File: src/mpram_pkg.sv
`default_nettype none

// Shared widths and types for the 4-read, 1-write register file.
package mpram_pkg;

   // Word and address widths.
   localparam int DATA_W = 4;
   localparam int ADDR_W = 5;

   // Only the first 24 address codes map to storage.
   // Codes 24 to 31 are out of range.
   localparam int WORDS = 24;

   // Number of read ports.
   localparam int RD_PORTS = 4;

   // Width of the saturating error counter.
   localparam int ERR_CNT_W = 8;

   // One stored word.
   typedef logic [DATA_W-1:0] data_t;

   // A read or write address.
   typedef logic [ADDR_W-1:0] addr_t;

   // Saturating count of access errors.
   typedef logic [ERR_CNT_W-1:0] err_cnt_t;

   // Error source code.
   // 0 to 3 are read ports 0 to 3, 4 (RD_PORTS) is the write port.
   typedef logic [2:0] err_src_t;

endpackage

`default_nettype wire
File: src/mpram_top.sv
`timescale 1ns/1ps
`default_nettype none

// Pin-level top: register file plus its error log.
module mpram_top
(
   input  logic                clk,
   input  logic                rst_n,
   input  mpram_pkg::addr_t    rad0,
   input  mpram_pkg::addr_t    rad1,
   input  mpram_pkg::addr_t    rad2,
   input  mpram_pkg::addr_t    rad3,
   input  logic                oe0_n,
   input  logic                oe1_n,
   input  logic                oe2_n,
   input  logic                oe3_n,
   input  mpram_pkg::addr_t    wad,
   input  logic                we_n,
   input  mpram_pkg::data_t    din,
   output mpram_pkg::data_t    dout0,
   output mpram_pkg::data_t    dout1,
   output mpram_pkg::data_t    dout2,
   output mpram_pkg::data_t    dout3,
   output logic                dout_valid0,
   output logic                dout_valid1,
   output logic                dout_valid2,
   output logic                dout_valid3,
   input  logic                err_clear,
   output mpram_pkg::err_cnt_t err_count,
   output logic                err_sticky,
   output mpram_pkg::err_src_t err_src
);

   logic [mpram_pkg::RD_PORTS-1:0] rd_err;
   logic                           wr_err;

   mpram_4r1w mpram_4r1w_inst
   (
      .clk         (clk),
      .rst_n       (rst_n),
      .rad0        (rad0),
      .rad1        (rad1),
      .rad2        (rad2),
      .rad3        (rad3),
      .oe0_n       (oe0_n),
      .oe1_n       (oe1_n),
      .oe2_n       (oe2_n),
      .oe3_n       (oe3_n),
      .wad         (wad),
      .we_n        (we_n),
      .din         (din),
      .dout0       (dout0),
      .dout1       (dout1),
      .dout2       (dout2),
      .dout3       (dout3),
      .dout_valid0 (dout_valid0),
      .dout_valid1 (dout_valid1),
      .dout_valid2 (dout_valid2),
      .dout_valid3 (dout_valid3),
      .rd_err      (rd_err),
      .wr_err      (wr_err)
   );

   access_error_log access_error_log_inst
   (
      .clk        (clk),
      .rst_n      (rst_n),
      .rd_err     (rd_err),
      .wr_err     (wr_err),
      .err_clear  (err_clear),
      .err_count  (err_count),
      .err_sticky (err_sticky),
      .err_src    (err_src)
   );

endmodule

`default_nettype wire

File: src/access_error_log.sv
`timescale 1ns/1ps
`default_nettype none

// Collects read and write range errors.
// Saturating count, sticky flag, and the source of the first error.
module access_error_log
(
   input  logic                           clk,
   input  logic                           rst_n,
   input  logic [mpram_pkg::RD_PORTS-1:0] rd_err,
   input  logic                           wr_err,
   input  logic                           err_clear,
   output mpram_pkg::err_cnt_t            err_count,
   output logic                           err_sticky,
   output mpram_pkg::err_src_t            err_src
);

   logic [2:0]                    n_err;
   logic [mpram_pkg::ERR_CNT_W:0] sum;
   mpram_pkg::err_src_t           first_src;
   logic                          any_err;

   // Pulses this cycle, at most five.
   always_comb
   begin
      n_err = {2'b00, wr_err};
      for (int i = 0; i < mpram_pkg::RD_PORTS; i++)
         n_err = n_err + {2'b00, rd_err[i]};
   end

   assign sum     = {1'b0, err_count} + {{(mpram_pkg::ERR_CNT_W - 2){1'b0}}, n_err};
   assign any_err = wr_err || (|rd_err);

   // Lowest-numbered source wins, the write port is last.
   always_comb
   begin
      first_src = mpram_pkg::err_src_t'(mpram_pkg::RD_PORTS);
      for (int i = mpram_pkg::RD_PORTS - 1; i >= 0; i--)
         if (rd_err[i])
            first_src = mpram_pkg::err_src_t'(i);
   end

   always_ff @(posedge clk or negedge rst_n)
   begin
      if (!rst_n)
      begin
         err_count  <= '0;
         err_sticky <= 1'b0;
         err_src    <= '0;
      end
      else if (err_clear)
      begin
         err_count  <= '0;
         err_sticky <= 1'b0;
         err_src    <= '0;
      end
      else if (any_err)
      begin
         err_count <= sum[mpram_pkg::ERR_CNT_W] ? '1 : sum[mpram_pkg::ERR_CNT_W-1:0];
         if (!err_sticky)
         begin
            err_sticky <= 1'b1;
            err_src    <= first_src;
         end
      end
   end

   // Only a clear can bring the count down.
   a_count_monotonic : assert property (
      @(posedge clk) disable iff (!rst_n)
      (err_count < $past(err_count)) |-> $past(err_clear)
   );

endmodule

`default_nettype wire

File: src/mpram_4r1w.sv
`timescale 1ns/1ps
`default_nettype none

// Register file with four registered read ports and one write port.
// Write-first: a read sampled on a write edge to the same word gets the new data.
module mpram_4r1w
(
   input  logic                            clk,
   input  logic                            rst_n,
   input  mpram_pkg::addr_t                rad0,
   input  mpram_pkg::addr_t                rad1,
   input  mpram_pkg::addr_t                rad2,
   input  mpram_pkg::addr_t                rad3,
   input  logic                            oe0_n,
   input  logic                            oe1_n,
   input  logic                            oe2_n,
   input  logic                            oe3_n,
   input  mpram_pkg::addr_t                wad,
   input  logic                            we_n,
   input  mpram_pkg::data_t                din,
   output mpram_pkg::data_t                dout0,
   output mpram_pkg::data_t                dout1,
   output mpram_pkg::data_t                dout2,
   output mpram_pkg::data_t                dout3,
   output logic                            dout_valid0,
   output logic                            dout_valid1,
   output logic                            dout_valid2,
   output logic                            dout_valid3,
   output logic [mpram_pkg::RD_PORTS-1:0]  rd_err,
   output logic                            wr_err
);

   mpram_pkg::data_t mem [mpram_pkg::WORDS];

   logic             wr_en;
   mpram_pkg::addr_t wr_addr;
   mpram_pkg::data_t wr_data;

   // Per-port views of the loose pins.
   mpram_pkg::addr_t              rad   [mpram_pkg::RD_PORTS];
   mpram_pkg::data_t              rdata [mpram_pkg::RD_PORTS];
   mpram_pkg::data_t              dout  [mpram_pkg::RD_PORTS];
   logic [mpram_pkg::RD_PORTS-1:0] oe_n;
   logic [mpram_pkg::RD_PORTS-1:0] dout_valid;

   assign rad[0] = rad0;
   assign rad[1] = rad1;
   assign rad[2] = rad2;
   assign rad[3] = rad3;
   assign oe_n   = {oe3_n, oe2_n, oe1_n, oe0_n};

   assign dout0       = dout[0];
   assign dout1       = dout[1];
   assign dout2       = dout[2];
   assign dout3       = dout[3];
   assign dout_valid0 = dout_valid[0];
   assign dout_valid1 = dout_valid[1];
   assign dout_valid2 = dout_valid[2];
   assign dout_valid3 = dout_valid[3];

   write_port write_port_inst
   (
      .clk     (clk),
      .rst_n   (rst_n),
      .we_n    (we_n),
      .addr    (wad),
      .din     (din),
      .wr_en   (wr_en),
      .wr_addr (wr_addr),
      .wr_data (wr_data),
      .wr_err  (wr_err)
   );

   // Storage, cleared at reset.
   always_ff @(posedge clk or negedge rst_n)
   begin
      if (!rst_n)
      begin
         for (int w = 0; w < mpram_pkg::WORDS; w++)
            mem[w] <= '0;
      end
      else if (wr_en)
      begin
         mem[wr_addr] <= wr_data;
      end
   end

   generate
      for (genvar i = 0; i < mpram_pkg::RD_PORTS; i++)
      begin : g_rd
         // Bypass the write data when this port hits the word being written.
         assign rdata[i] = (wr_en && (wr_addr == rad[i])) ? wr_data : mem[rad[i]];

         read_port read_port_inst
         (
            .clk        (clk),
            .rst_n      (rst_n),
            .oe_n       (oe_n[i]),
            .addr       (rad[i]),
            .mem_data   (rdata[i]),
            .dout       (dout[i]),
            .dout_valid (dout_valid[i]),
            .addr_err   (rd_err[i])
         );
      end
   endgenerate

   // The write port must never hand the array an unknown address.
   a_wr_addr_known : assert property (
      @(posedge clk) disable iff (!rst_n)
      wr_en |-> !$isunknown(wr_addr)
   );

endmodule

`default_nettype wire

File: src/write_port.sv
`timescale 1ns/1ps
`default_nettype none

// The single write port.
// Qualifies the external strobe so that only legal words are written.
module write_port
(
   input  logic             clk,
   input  logic             rst_n,
   input  logic             we_n,
   input  mpram_pkg::addr_t addr,
   input  mpram_pkg::data_t din,
   output logic             wr_en,
   output mpram_pkg::addr_t wr_addr,
   output mpram_pkg::data_t wr_data,
   output logic             wr_err
);

   logic in_range;
   logic wr_drop;

   assign in_range = (addr < mpram_pkg::addr_t'(mpram_pkg::WORDS));

   // The array write happens on the same edge the strobe is sampled.
   assign wr_en   = !we_n && in_range;
   assign wr_addr = addr;
   assign wr_data = din;

   // Requested write that falls outside the array.
   assign wr_drop = !we_n && !in_range;

   always_ff @(posedge clk or negedge rst_n)
   begin
      if (!rst_n)
      begin
         wr_err <= 1'b0;
      end
      else
      begin
         wr_err <= wr_drop;
      end
   end

   // Only legal words ever reach the array.
   a_wr_in_range : assert property (
      @(posedge clk) disable iff (!rst_n)
      wr_en |-> (wr_addr < mpram_pkg::addr_t'(mpram_pkg::WORDS))
   );

endmodule

`default_nettype wire

File: src/read_port.sv
`timescale 1ns/1ps
`default_nettype none

// One registered read port.
// The lookup word arrives already bypassed from the write path.
module read_port
(
   input  logic             clk,
   input  logic             rst_n,
   input  logic             oe_n,
   input  mpram_pkg::addr_t addr,
   input  mpram_pkg::data_t mem_data,
   output mpram_pkg::data_t dout,
   output logic             dout_valid,
   output logic             addr_err
);

   logic in_range;

   // Address codes at or above WORDS have no storage behind them.
   assign in_range = (addr < mpram_pkg::addr_t'(mpram_pkg::WORDS));

   always_ff @(posedge clk or negedge rst_n)
   begin
      if (!rst_n)
      begin
         dout       <= '0;
         dout_valid <= 1'b0;
         addr_err   <= 1'b0;
      end
      else if (!oe_n)
      begin
         if (in_range)
         begin
            dout       <= mem_data;
            dout_valid <= 1'b1;
            addr_err   <= 1'b0;
         end
         else
         begin
            // An out-of-range address returns zero and flags it for one cycle.
            dout       <= '0;
            dout_valid <= 1'b0;
            addr_err   <= 1'b1;
         end
      end
      else
      begin
         // Disabled port keeps its last word.
         dout_valid <= 1'b0;
         addr_err   <= 1'b0;
      end
   end

   // A sampled access is never both valid and in error.
   a_valid_err_excl : assert property (
      @(posedge clk) disable iff (!rst_n)
      !(addr_err && dout_valid)
   );

endmodule

`default_nettype wire

File: config.mk
export PLATFORM = sky130hd
export DESIGN_NAME = mpram_top
export DESIGN_NICKNAME = d
export VERILOG_FILES = /design/src/mpram_pkg.sv /design/src/mpram_top.sv /design/src/access_error_log.sv /design/src/mpram_4r1w.sv /design/src/write_port.sv /design/src/read_port.sv
export SDC_FILE = /design/constraint.sdc
export NUM_CORES = 1
export LEC_CHECK = 0
export BUFFER_PORTS_ARGS = -buffer_cell sky130_fd_sc_hd__buf_2
export CORE_ASPECT_RATIO = 0.8
export CORE_UTILIZATION = 45
export DETAILED_ROUTE_END_ITERATION = 7
export PLACE_DENSITY = 0.59
export SYNTH_ARGS = -nofsm -noshare
export SYNTH_HDL_FRONTEND = slang
export SYNTH_HIERARCHICAL = 1
export SYNTH_SLANG_ARGS = --single-unit
File: constraint.sdc
create_clock -name clk -period 3.5 [get_ports clk]
set_input_delay 0.7 -clock clk [delete_from_list [all_inputs] [get_ports clk]]
set_output_delay 0.7 -clock clk [all_outputs]
set_load 0.005 [all_outputs]
======== Word-level counts from Yosys, hierarchy flattened ========
Cells that the tools add are included.
operators by class
  $add $sub $neg .......................... 5
  shift operators ......................... 0
  $lt $le $gt $ge ......................... 11
  divide/modulo/power cells ............... 0
  bitwise logic cells ..................... 5
  reductions and logical operators ........ 13
  $mul .................................... 0
  mux-type cells .......................... 51
  equal/unequal tests ..................... 5
operators with widths
  operator            number
  $bwmux 96           1
  $bmux 4 s5          4
  $mux 4              17
  $ge 6x6->1 const B  5
  $not 5->6           5
  $lt 5x5->1 const B  5
  $mux 8              3
  $mux 3              7
  $demux 4 s5         1
  $eq 5x5->1          4
  $mux 1              18
  $add 3x1->3         3
  $add 8x3->9         1
  $logic_and 1x1->1   7
  $lt 6x1->1 const B  1
  $reduce_or 4->1     1
  $add 1x1->2         1
  $logic_not 1->1     2
  $ne 2x2->1 const B  1
  $reduce_and 2->1    1
  $reduce_bool 2->1   1
  $logic_or 1x1->1    1
word-level totals
  bits in latches ......................... 0
  memory bits (writable) .................. 0
  bits in registers ....................... 133
  output and inout bits ................... 32
  memories ................................ 0
  bits in read-only memories .............. 0

======== Logic depth before layout (Yosys ltp) ========
Gate-level depths: netlist (run 1).
  word-level depth ........................ 8
  depth in mapped cells ................... 10

======== By module ========
Netlist (run 1), hierarchy kept.
by module, submodules not included
  module            seq. area each (sq um)  cells an instance  instances  area an instance (sq um)
  mpram_4r1w        2402.3                  777                1          7861.3
  read_port         150.1                   18                 4          244.0
  access_error_log  300.3                   83                 1          775.7
  write_port        25.0                    12                 1          106.4

======== Worst setup path before layout (run 1) ========
Ideal clock, no wire load.
  kind .................................... register to register
  start ................................... register access_error_log_inst.err_count[0]
  end ..................................... register access_error_log_inst.err_count[3]
  library setup time ...................... 0.119 ns
  period minus slack after synthesis ...... 2.824 ns
  required time ........................... 3.381 ns
  cell stages (with the launch flop) ...... 11
  slack ................................... 0.676 ns
  data arrival time ....................... 2.704 ns
  path buffers ............................ 0
  cells stage by stage .................... dfrtp_1 > fa_1 > inv_1 > fa_1 > inv_1 > ha_1 > fa_1 > a21oi_1 > or3_1 > and4_1 > nor3_2
on the way
  word-level cells in the longest chain between the ends .. 4
RTL lines
  element                 RTL line                RTL
  from (decl)             access_error_log.sv:13  output mpram_pkg::err_cnt_t err_count,
  from (signal assigned)  access_error_log.sv:59  err_count <= sum[mpram_pkg::ERR_CNT_W] ? '1 : sum[mpram_pkg::ERR_CNT_W-1:0];
  $add 8x3->9             access_error_log.sv:31  assign sum = {1'b0, err_count} + {{(mpram_pkg::ERR_CNT_W - 2){1'b0}}, n_err};
  $mux 8                  access_error_log.sv:59
  $mux 8                  access_error_log.sv:57  else if (any_err)
  $mux 8                  access_error_log.sv:51  else if (err_clear)
No other way between the ends. The select of a mux whose other input is x is not followed.
A chain may end at the register's enable or synchronous reset.

======== Final worst setup path (run 1) ========
  start ................................... register access_error_log_inst.err_count[0]
  end ..................................... register access_error_log_inst.err_count[4]
Same word-level chain as after synthesis.

==> results of run 1 <==
## routing by layer
metal,vias up,GRT usage,routed length [um]
li1,3541,-,-
met1,3865,0.422,14700
met2,291,0.406,13000
met3,44,0.0618,2210
met4,0,0.0880,660
met5,-,0,0
## cells by family (layout without fill, tap and decap cells)
group / count (synthesis) / count (layout)
buffers and inverters: 82 / 124
xor gates and xnor gates: 21 / 21
adders and majority gates: 7 / 7
and+or+nand+nor: 259 / 259
DFF: 133 / 133
muxes: 288 / 288
AOI/OAI and AO/OA: 154 / 154
## cell usage in the layout (no fill, tap or decap), drive strengths merged, types with 17 or more instances in the layout
cell    synthesis  routed
xnor2          20      20
mux2           96      96
nand2          73      73
a21oi          56      56
a41oi          18      18
dfrtp         133     133
a22oi          49      49
a22o           17      17
nor2           29      29
nor2b          30      30
nor3           24      24
buf            63      86
clkbuf         13      21
nand3          59      59
mux2i         192     192
## report_power, final
| part | total [W] | internal (W) | switching [W] |
|---|---|---|---|
| registers | 0.00210 | 0.00177 | 0.000329 |
| logic | 0.00120 | 0.000560 | 0.000642 |
| clock network | 0.00195 | 0.00123 | 0.000720 |
## final cells by class
type                            instances  area [um2]  share of cell area
Multi-Input combinational cell        729        5820               0.545
Sequential cell                       133        3330               0.312
Timing Repair Buffer                   86         532              0.0498
Clock buffer                           21         460              0.0431
Tap cell                              269         337              0.0315
Clock inverter                         11         173              0.0162
Inverter                                6        22.5             0.00211
## how the worst max path moves through the flow
stage                                               to  slack (ns)  cells after the start
floorplan           access_error_log_inst/err_count[3]        0.68                     10
detailed placement  access_error_log_inst/err_count[4]        0.53                     10
global route        access_error_log_inst/err_count[4]        0.35                     10
finish              access_error_log_inst/err_count[4]        0.50                     10
global placement    access_error_log_inst/err_count[4]        0.54                     10
CTS                 access_error_log_inst/err_count[4]        0.52                     10
## flip-flops by register name, summed over array words and instances (netlist names)
signal                                          cells
mpram_4r1w_inst/g_rd.read_port_inst/dout_valid      4
access_error_log_inst/err_count                     8
mpram_4r1w_inst/g_rd.read_port_inst/dout           16
access_error_log_inst/err_src                       3
access_error_log_inst/err_sticky                    1
mpram_4r1w_inst/mem                                96
mpram_4r1w_inst/write_port_inst/wr_err              1
mpram_4r1w_inst/g_rd.read_port_inst/addr_err        4
## synth_stat cells (5+ instances only)
| cell type | count |
|---|---|
| mux2_2 | 90 |
| a31oi_1 | 5 |
| xnor2_1 | 18 |
| clkbuf_1 | 13 |
| mux2i_1 | 192 |
| and2_1 | 5 |
| dfrtp_1 | 133 |
| inv_1 | 6 |
| buf_4 | 24 |
| buf_1 | 5 |
| buf_2 | 15 |
| nor2b_1 | 14 |
| nor3_1 | 21 |
| nand3_1 | 59 |
| a22oi_1 | 49 |
| nand2_1 | 72 |
| a21oi_1 | 56 |
| nor2b_2 | 16 |
| mux2_1 | 6 |
| nand2b_1 | 10 |
| nor2_1 | 25 |
| buf_6 | 17 |
| a22o_1 | 17 |
| a41oi_1 | 14 |
## per-stage QoR
step / util / cell area, um2 / power (W)
3_5_place_dp: 0.480 / 10000 / 0.00329
3_3_place_gp: 0.480 / 10000 / 0.00328
5_1_grt: 0.510 / 10700 / 0.00548
6_report: 0.510 / 10700 / 0.00525
4_1_cts: 0.510 / 10700 / 0.00525
2_1_floorplan: - / 9720 / 0.00287
## critical path, cell delays in order, from the launching register on
cell and delay (ns):
dfrtp_1 0.41, fa_1 0.55, inv_1 0.05, fa_1 0.47
inv_1 0.04, ha_1 0.19, fa_1 0.42, a21oi_1 0.31
nor3_1 0.16, nor4_1 0.19, nor3_1 0.09
==> flow_metrics.tcl, run 1 <==
set metrics [dict create \
    dieHeight_um 133 \
    period_share 0.858 \
    power.leakage_nw 4.93 \
    yosys.area.top_type "dfrtp_1" \
    numCtsBuffers 17 \
    pre_cts_slack_ns 0.528 \
    cp-startpoint "access_error_log_inst/err_count[0]" \
    layout-drive-gt1-share 0.258 \
    hpwlAfterDp_um 22100 \
    cts_sinks 133 \
    wl_per_cell_um 24.4 \
    cp-start-kind "flip-flop" \
    gr-total-overflow 0 \
    critPathMaxFanout 4 \
    maxCapViolations 0 \
    power.density_nw_per_um2 492 \
    antenna_found_initial 0 \
    die_area_um2 22200 \
    worst_r2r_endpoint "access_error_log_inst/err_count[4]" \
    n_antenna_cell 0 \
    synth_area_per_cell_um2 10.3 \
    cts_setup_buffers 0 \
    grt_first_pass_wirelength_um 46900 \
    routed_wl_um 30600 \
    synthFlopType "dfrtp_1" \
    cts_hold_repair.buffers 0 \
    fin_hold_ws_ns 0.200 \
    clk_pin_slew_worst_paths_ns 0.06 \
    grt_start_max_net_pins 85 \
    synth-simple-area-share 0.147 \
    final_cells 1255 \
    synthCells 944 \
    num-fill-cells 1942 \
    synth_adder_area_share 0.0113 \
    yosysSeqAreaShare 0.342 \
    drc_errors 3 \
    async_flop_share 1.00 \
    yosysWarnings 6 \
    ios 69 \
    synth_compound_area_frac 0.111 \
    syn-cell-area_um2 9720 \
    reg2reg_setup_slack_ns 0.50 \
    critPathRequiredTime_ns 3.80 \
    root_buffer "clkbuf_16" \
    fin_skew_ns 0.0113 \
    port_buffers 68 \
    vias 7741 \
    slew_violations 0 \
    status "complete, but fails checks" \
    via_per_inst 6.17 \
    setup_ws_ns 0.496 \
    clk_latency_ns 0.43 \
    crit_type "flip-flop to flip-flop" \
    yosys-top-cells-area "dfrtp_1 34%, mux2i_1 20%, mux2_2 10%" \
    num_rows 47 \
    yosys_register_bits 133 \
    ys_types 56 \
    worstSetupEndpointType "flip-flop" \
    cp.arrival_ns 3.31 \
    cts_max_level 4 \
    routabilityCongestion 0.936 \
    fin_setup_tns_ns 0 \
    die_w_um 166 \
    synth_edf_count 0 \
    rr_startpoint "access_error_log_inst/err_count[0]" \
    yosysTopAreaCellShare 0.342 \
    rsz0062_at_grt "no" \
    synth_nets 988 \
    synth_xor_area_frac 0.0205 \
    r2r_cells 10 \
    drt_pass1_iterations 7 \
    fin_nets 1017 \
    fin_crit_ns 3.00 \
    cts_buffer_depth 2 \
    ir_drop_mv 0.293 \
    coreArea_um2 20900 \
    finalSetupViolCount 0 \
    hold_viol_final 0 \
    tightest_slew_ns 0.785 \
    cts_tree "built" \
    grt_pass1_vias 7546 \
    ant_nets 0 \
    drt-initial-drc-count 772 \
    slew_headroom 0.477 \
    placedCellCount 1223 \
    synthToLayoutAreaGrowth_pct 9.80 \
    worstHoldPathType "primary input to async pin" \
    grt_usage 0.283 \
    max_freq_mhz 333 \
    cts-resized-gates 0 \
    synthMuxAreaShare 0.309 \
    synth_top_family_by_area "multiplexers" \
    violations "design-rule violations" \
    start_util 0.464 \
]
Power figures use the tool's default switching activity.
==> inputs of run 2 (changes only) <==
==> constraint.sdc (replaced) <==
create_clock -name clk -period 3.5 [get_ports clk]
set_input_delay 0.35 -clock clk [delete_from_list [all_inputs] [get_ports clk]]
set_output_delay 0.35 -clock clk [all_outputs]
set_load 0.005 [all_outputs]
==> run 2 against run 1 <==
Against the previous run:
- the run still ends with design-rule violations left
- critical path depth did not move
- first-iteration DRC count is 18% higher
- clock skew about the same
- wire length shrank 1.6%
- die area unchanged
- core utilization down 0.23 points
- combinational power about the same
- via count is 1.1% higher
- critical path type unchanged
- largest cell class unchanged
- largest power group unchanged
==> flow_metrics.tcl, run 2 (same netlist as run 1, synthesis figures left out) <==
set metrics [dict create \
    root_buffer "clkbuf_16" \
    routabilityCongestion 0.935 \
    max_freq_mhz 334 \
    cts_setup_buffers 0 \
    pwr-share-clk 0.367 \
    p_comb_frac 0.227 \
    hpwlAfterDp_um 21800 \
    numCtsBuffers 17 \
    pwr-share-seq 0.405 \
    cp.arrival_ns 3.30 \
    worstSetupEndpointType "flip-flop" \
    period_share 0.855 \
    cts_hold_repair.buffers 1 \
    critPathMaxFanout 4 \
    fin_nets 1013 \
    n_antenna_cell 0 \
    reg_top3 "mpram_4r1w_inst/mem x96, mpram_4r1w_inst/g_rd.read_port_inst/dout x16, access_error_log_inst/err_count x8" \
    ir_drop_mv 0.300 \
    drt-initial-drc-count 913 \
    grt_start_max_net_pins 69 \
    drc_errors 3 \
    cts_max_level 4 \
    clk_latency_ns 0.43 \
    worst_hold_path.endpoint "mpram_4r1w_inst/g_rd[3].read_port_inst/dout_valid" \
    gr-total-overflow 0 \
    r2r_cells 10 \
    cp-start-kind "flip-flop" \
    min_from "rad3[3]" \
    hold_viol_final 0 \
    ant_nets 0 \
    rr_startpoint "mpram_4r1w_inst/g_rd[0].read_port_inst/addr_err" \
    coreArea_um2 20900 \
    status "complete, but fails checks" \
    holdPathStages 2 \
    critPathRequiredTime_ns 3.81 \
    sw_frac_of_total 0.324 \
    power.leakage_nw 4.90 \
    num_rows 47 \
    fin_crit_ns 2.99 \
    cts_sinks 133 \
    switchingPower_w 0.00167 \
    grt_first_pass_wirelength_um 46500 \
    wl_per_cell_um 24.1 \
    fin_skew_ns 0.0108 \
    maxCapViolations 0 \
    layout-drive-gt1-share 0.254 \
    antenna_found_initial 0 \
    cts_tree "built" \
    fin_setup_tns_ns 0 \
    cts-resized-gates 0 \
    grt_pass1_vias 7488 \
    cts_buffer_depth 2 \
    power.internal_w 0.00348 \
    port_buffers 68 \
    crit_type "flip-flop to flip-flop" \
    grt_usage 0.278 \
    die_area_um2 22200 \
    finalSetupViolCount 0 \
    start_util 0.464 \
    clk_pin_slew_worst_paths_ns 0.06 \
    fin_area_um2 10600 \
    worstHoldPathType "primary input to flip-flop" \
    place_area_um2 10000 \
    rsz0062_at_grt "no" \
    die_w_um 166 \
    synthToLayoutAreaGrowth_pct 9.29 \
    final_common_cell "mux2i_1" \
    violations "design-rule violations" \
    tightest_slew_ns 0.947 \
    fin_util 0.507 \
    slew_violations 0 \
    ios 69 \
    routed_wl_um 30100 \
    layout_common_cells "192 x mux2i_1, 133 x dfrtp_1, 90 x mux2_2, 72 x nand2_1, 67 x buf_2" \
    drt_pass1_iterations 8 \
    via_per_inst 6.25 \
    reg2reg_setup_slack_ns 0.51 \
    power.density_nw_per_um2 485 \
    worst_r2r_endpoint "access_error_log_inst/err_count[4]" \
    largest_reg_flops 96 \
    slew_headroom 0.367 \
    top_register "mpram_4r1w_inst/mem" \
    vias 7825 \
    dieHeight_um 133 \
]
[run 2: changes by cell type in the layout (fill, tap and decap cells not counted), sizes merged]
cell         delta
dlygate4sd3     +1
buf             -5
inv             -2
bufinv          -1
clkinv          +3
[run 2: area by class of cell]
class	instances	area, um2
well taps	269	337
inverters	6	22.5
multi-input cells	729	5820
repair buffers	82	504
clock buffers	21	460
flip-flops and latches	133	3330
clock inverters	11	151
fillers	1924	10300
[run 2: worst max-delay path, stage by stage, from the launching register on]
cell     delay, ns
dfrtp_1       0.43
fa_1          0.52
inv_1         0.05
fa_1          0.48
inv_1         0.04
ha_1          0.20
fa_1          0.43
a21oi_1       0.29
nor3_1        0.15
nor4_1        0.19
nor3_1        0.08
[run 2: routing by layer]
| metal | global-route usage | wire length (um) |
|---|---|---|
| met4 | 0.0890 | 759 |
| met5 | 0 | 0 |
| met1 | 0.415 | 14400 |
| met3 | 0.0532 | 2190 |
| met2 | 0.402 | 12700 |
[run 2: power by group through the flow]
stage | Combinational (W) | Sequential, W | Clock (W)
2_1_floorplan | 0.000874 | 0.00199 | 0
3_3_place_gp | 0.00114 | 0.00209 | 0
3_5_place_dp | 0.00115 | 0.00210 | 0
4_1_cts | 0.00116 | 0.00208 | 0.00192
5_1_grt | 0.00127 | 0.00212 | 0.00198
6_report | 0.00117 | 0.00209 | 0.00189
[run 2: worst max path at each step]
stage | startpoint | end | slack, ns | depth (start not counted)
3_5_place_dp | mpram_4r1w_inst/g_rd[0].read_port_inst/addr_err | access_error_log_inst/err_count[4] | 0.49 | 10
4_1_cts | access_error_log_inst/err_count[0] | access_error_log_inst/err_count[4] | 0.47 | 10
3_3_place_gp | access_error_log_inst/err_count[0] | access_error_log_inst/err_count[4] | 0.55 | 10
5_1_grt | access_error_log_inst/err_count[0] | access_error_log_inst/err_count[4] | 0.33 | 10
2_1_floorplan | access_error_log_inst/err_count[0] | access_error_log_inst/err_count[3] | 0.68 | 10
6_report | mpram_4r1w_inst/g_rd[0].read_port_inst/addr_err | access_error_log_inst/err_count[4] | 0.51 | 10
[run 2: stage by stage]
stage / instances / setup WS (ns) / hold WS (ns) / power, W
final: 1251 / 0.506 / 0.195 / 0.00515
after floorplan: 944 / 0.676 / 0.0544 / 0.00287
after CTS: 1251 / 0.472 / 0.184 / 0.00515
after global routing: 1251 / 0.334 / 0.193 / 0.00538
after global placement: 1218 / 0.550 / 0.389 / 0.00323
after detailed placement: 1218 / 0.487 / 0.392 / 0.00325
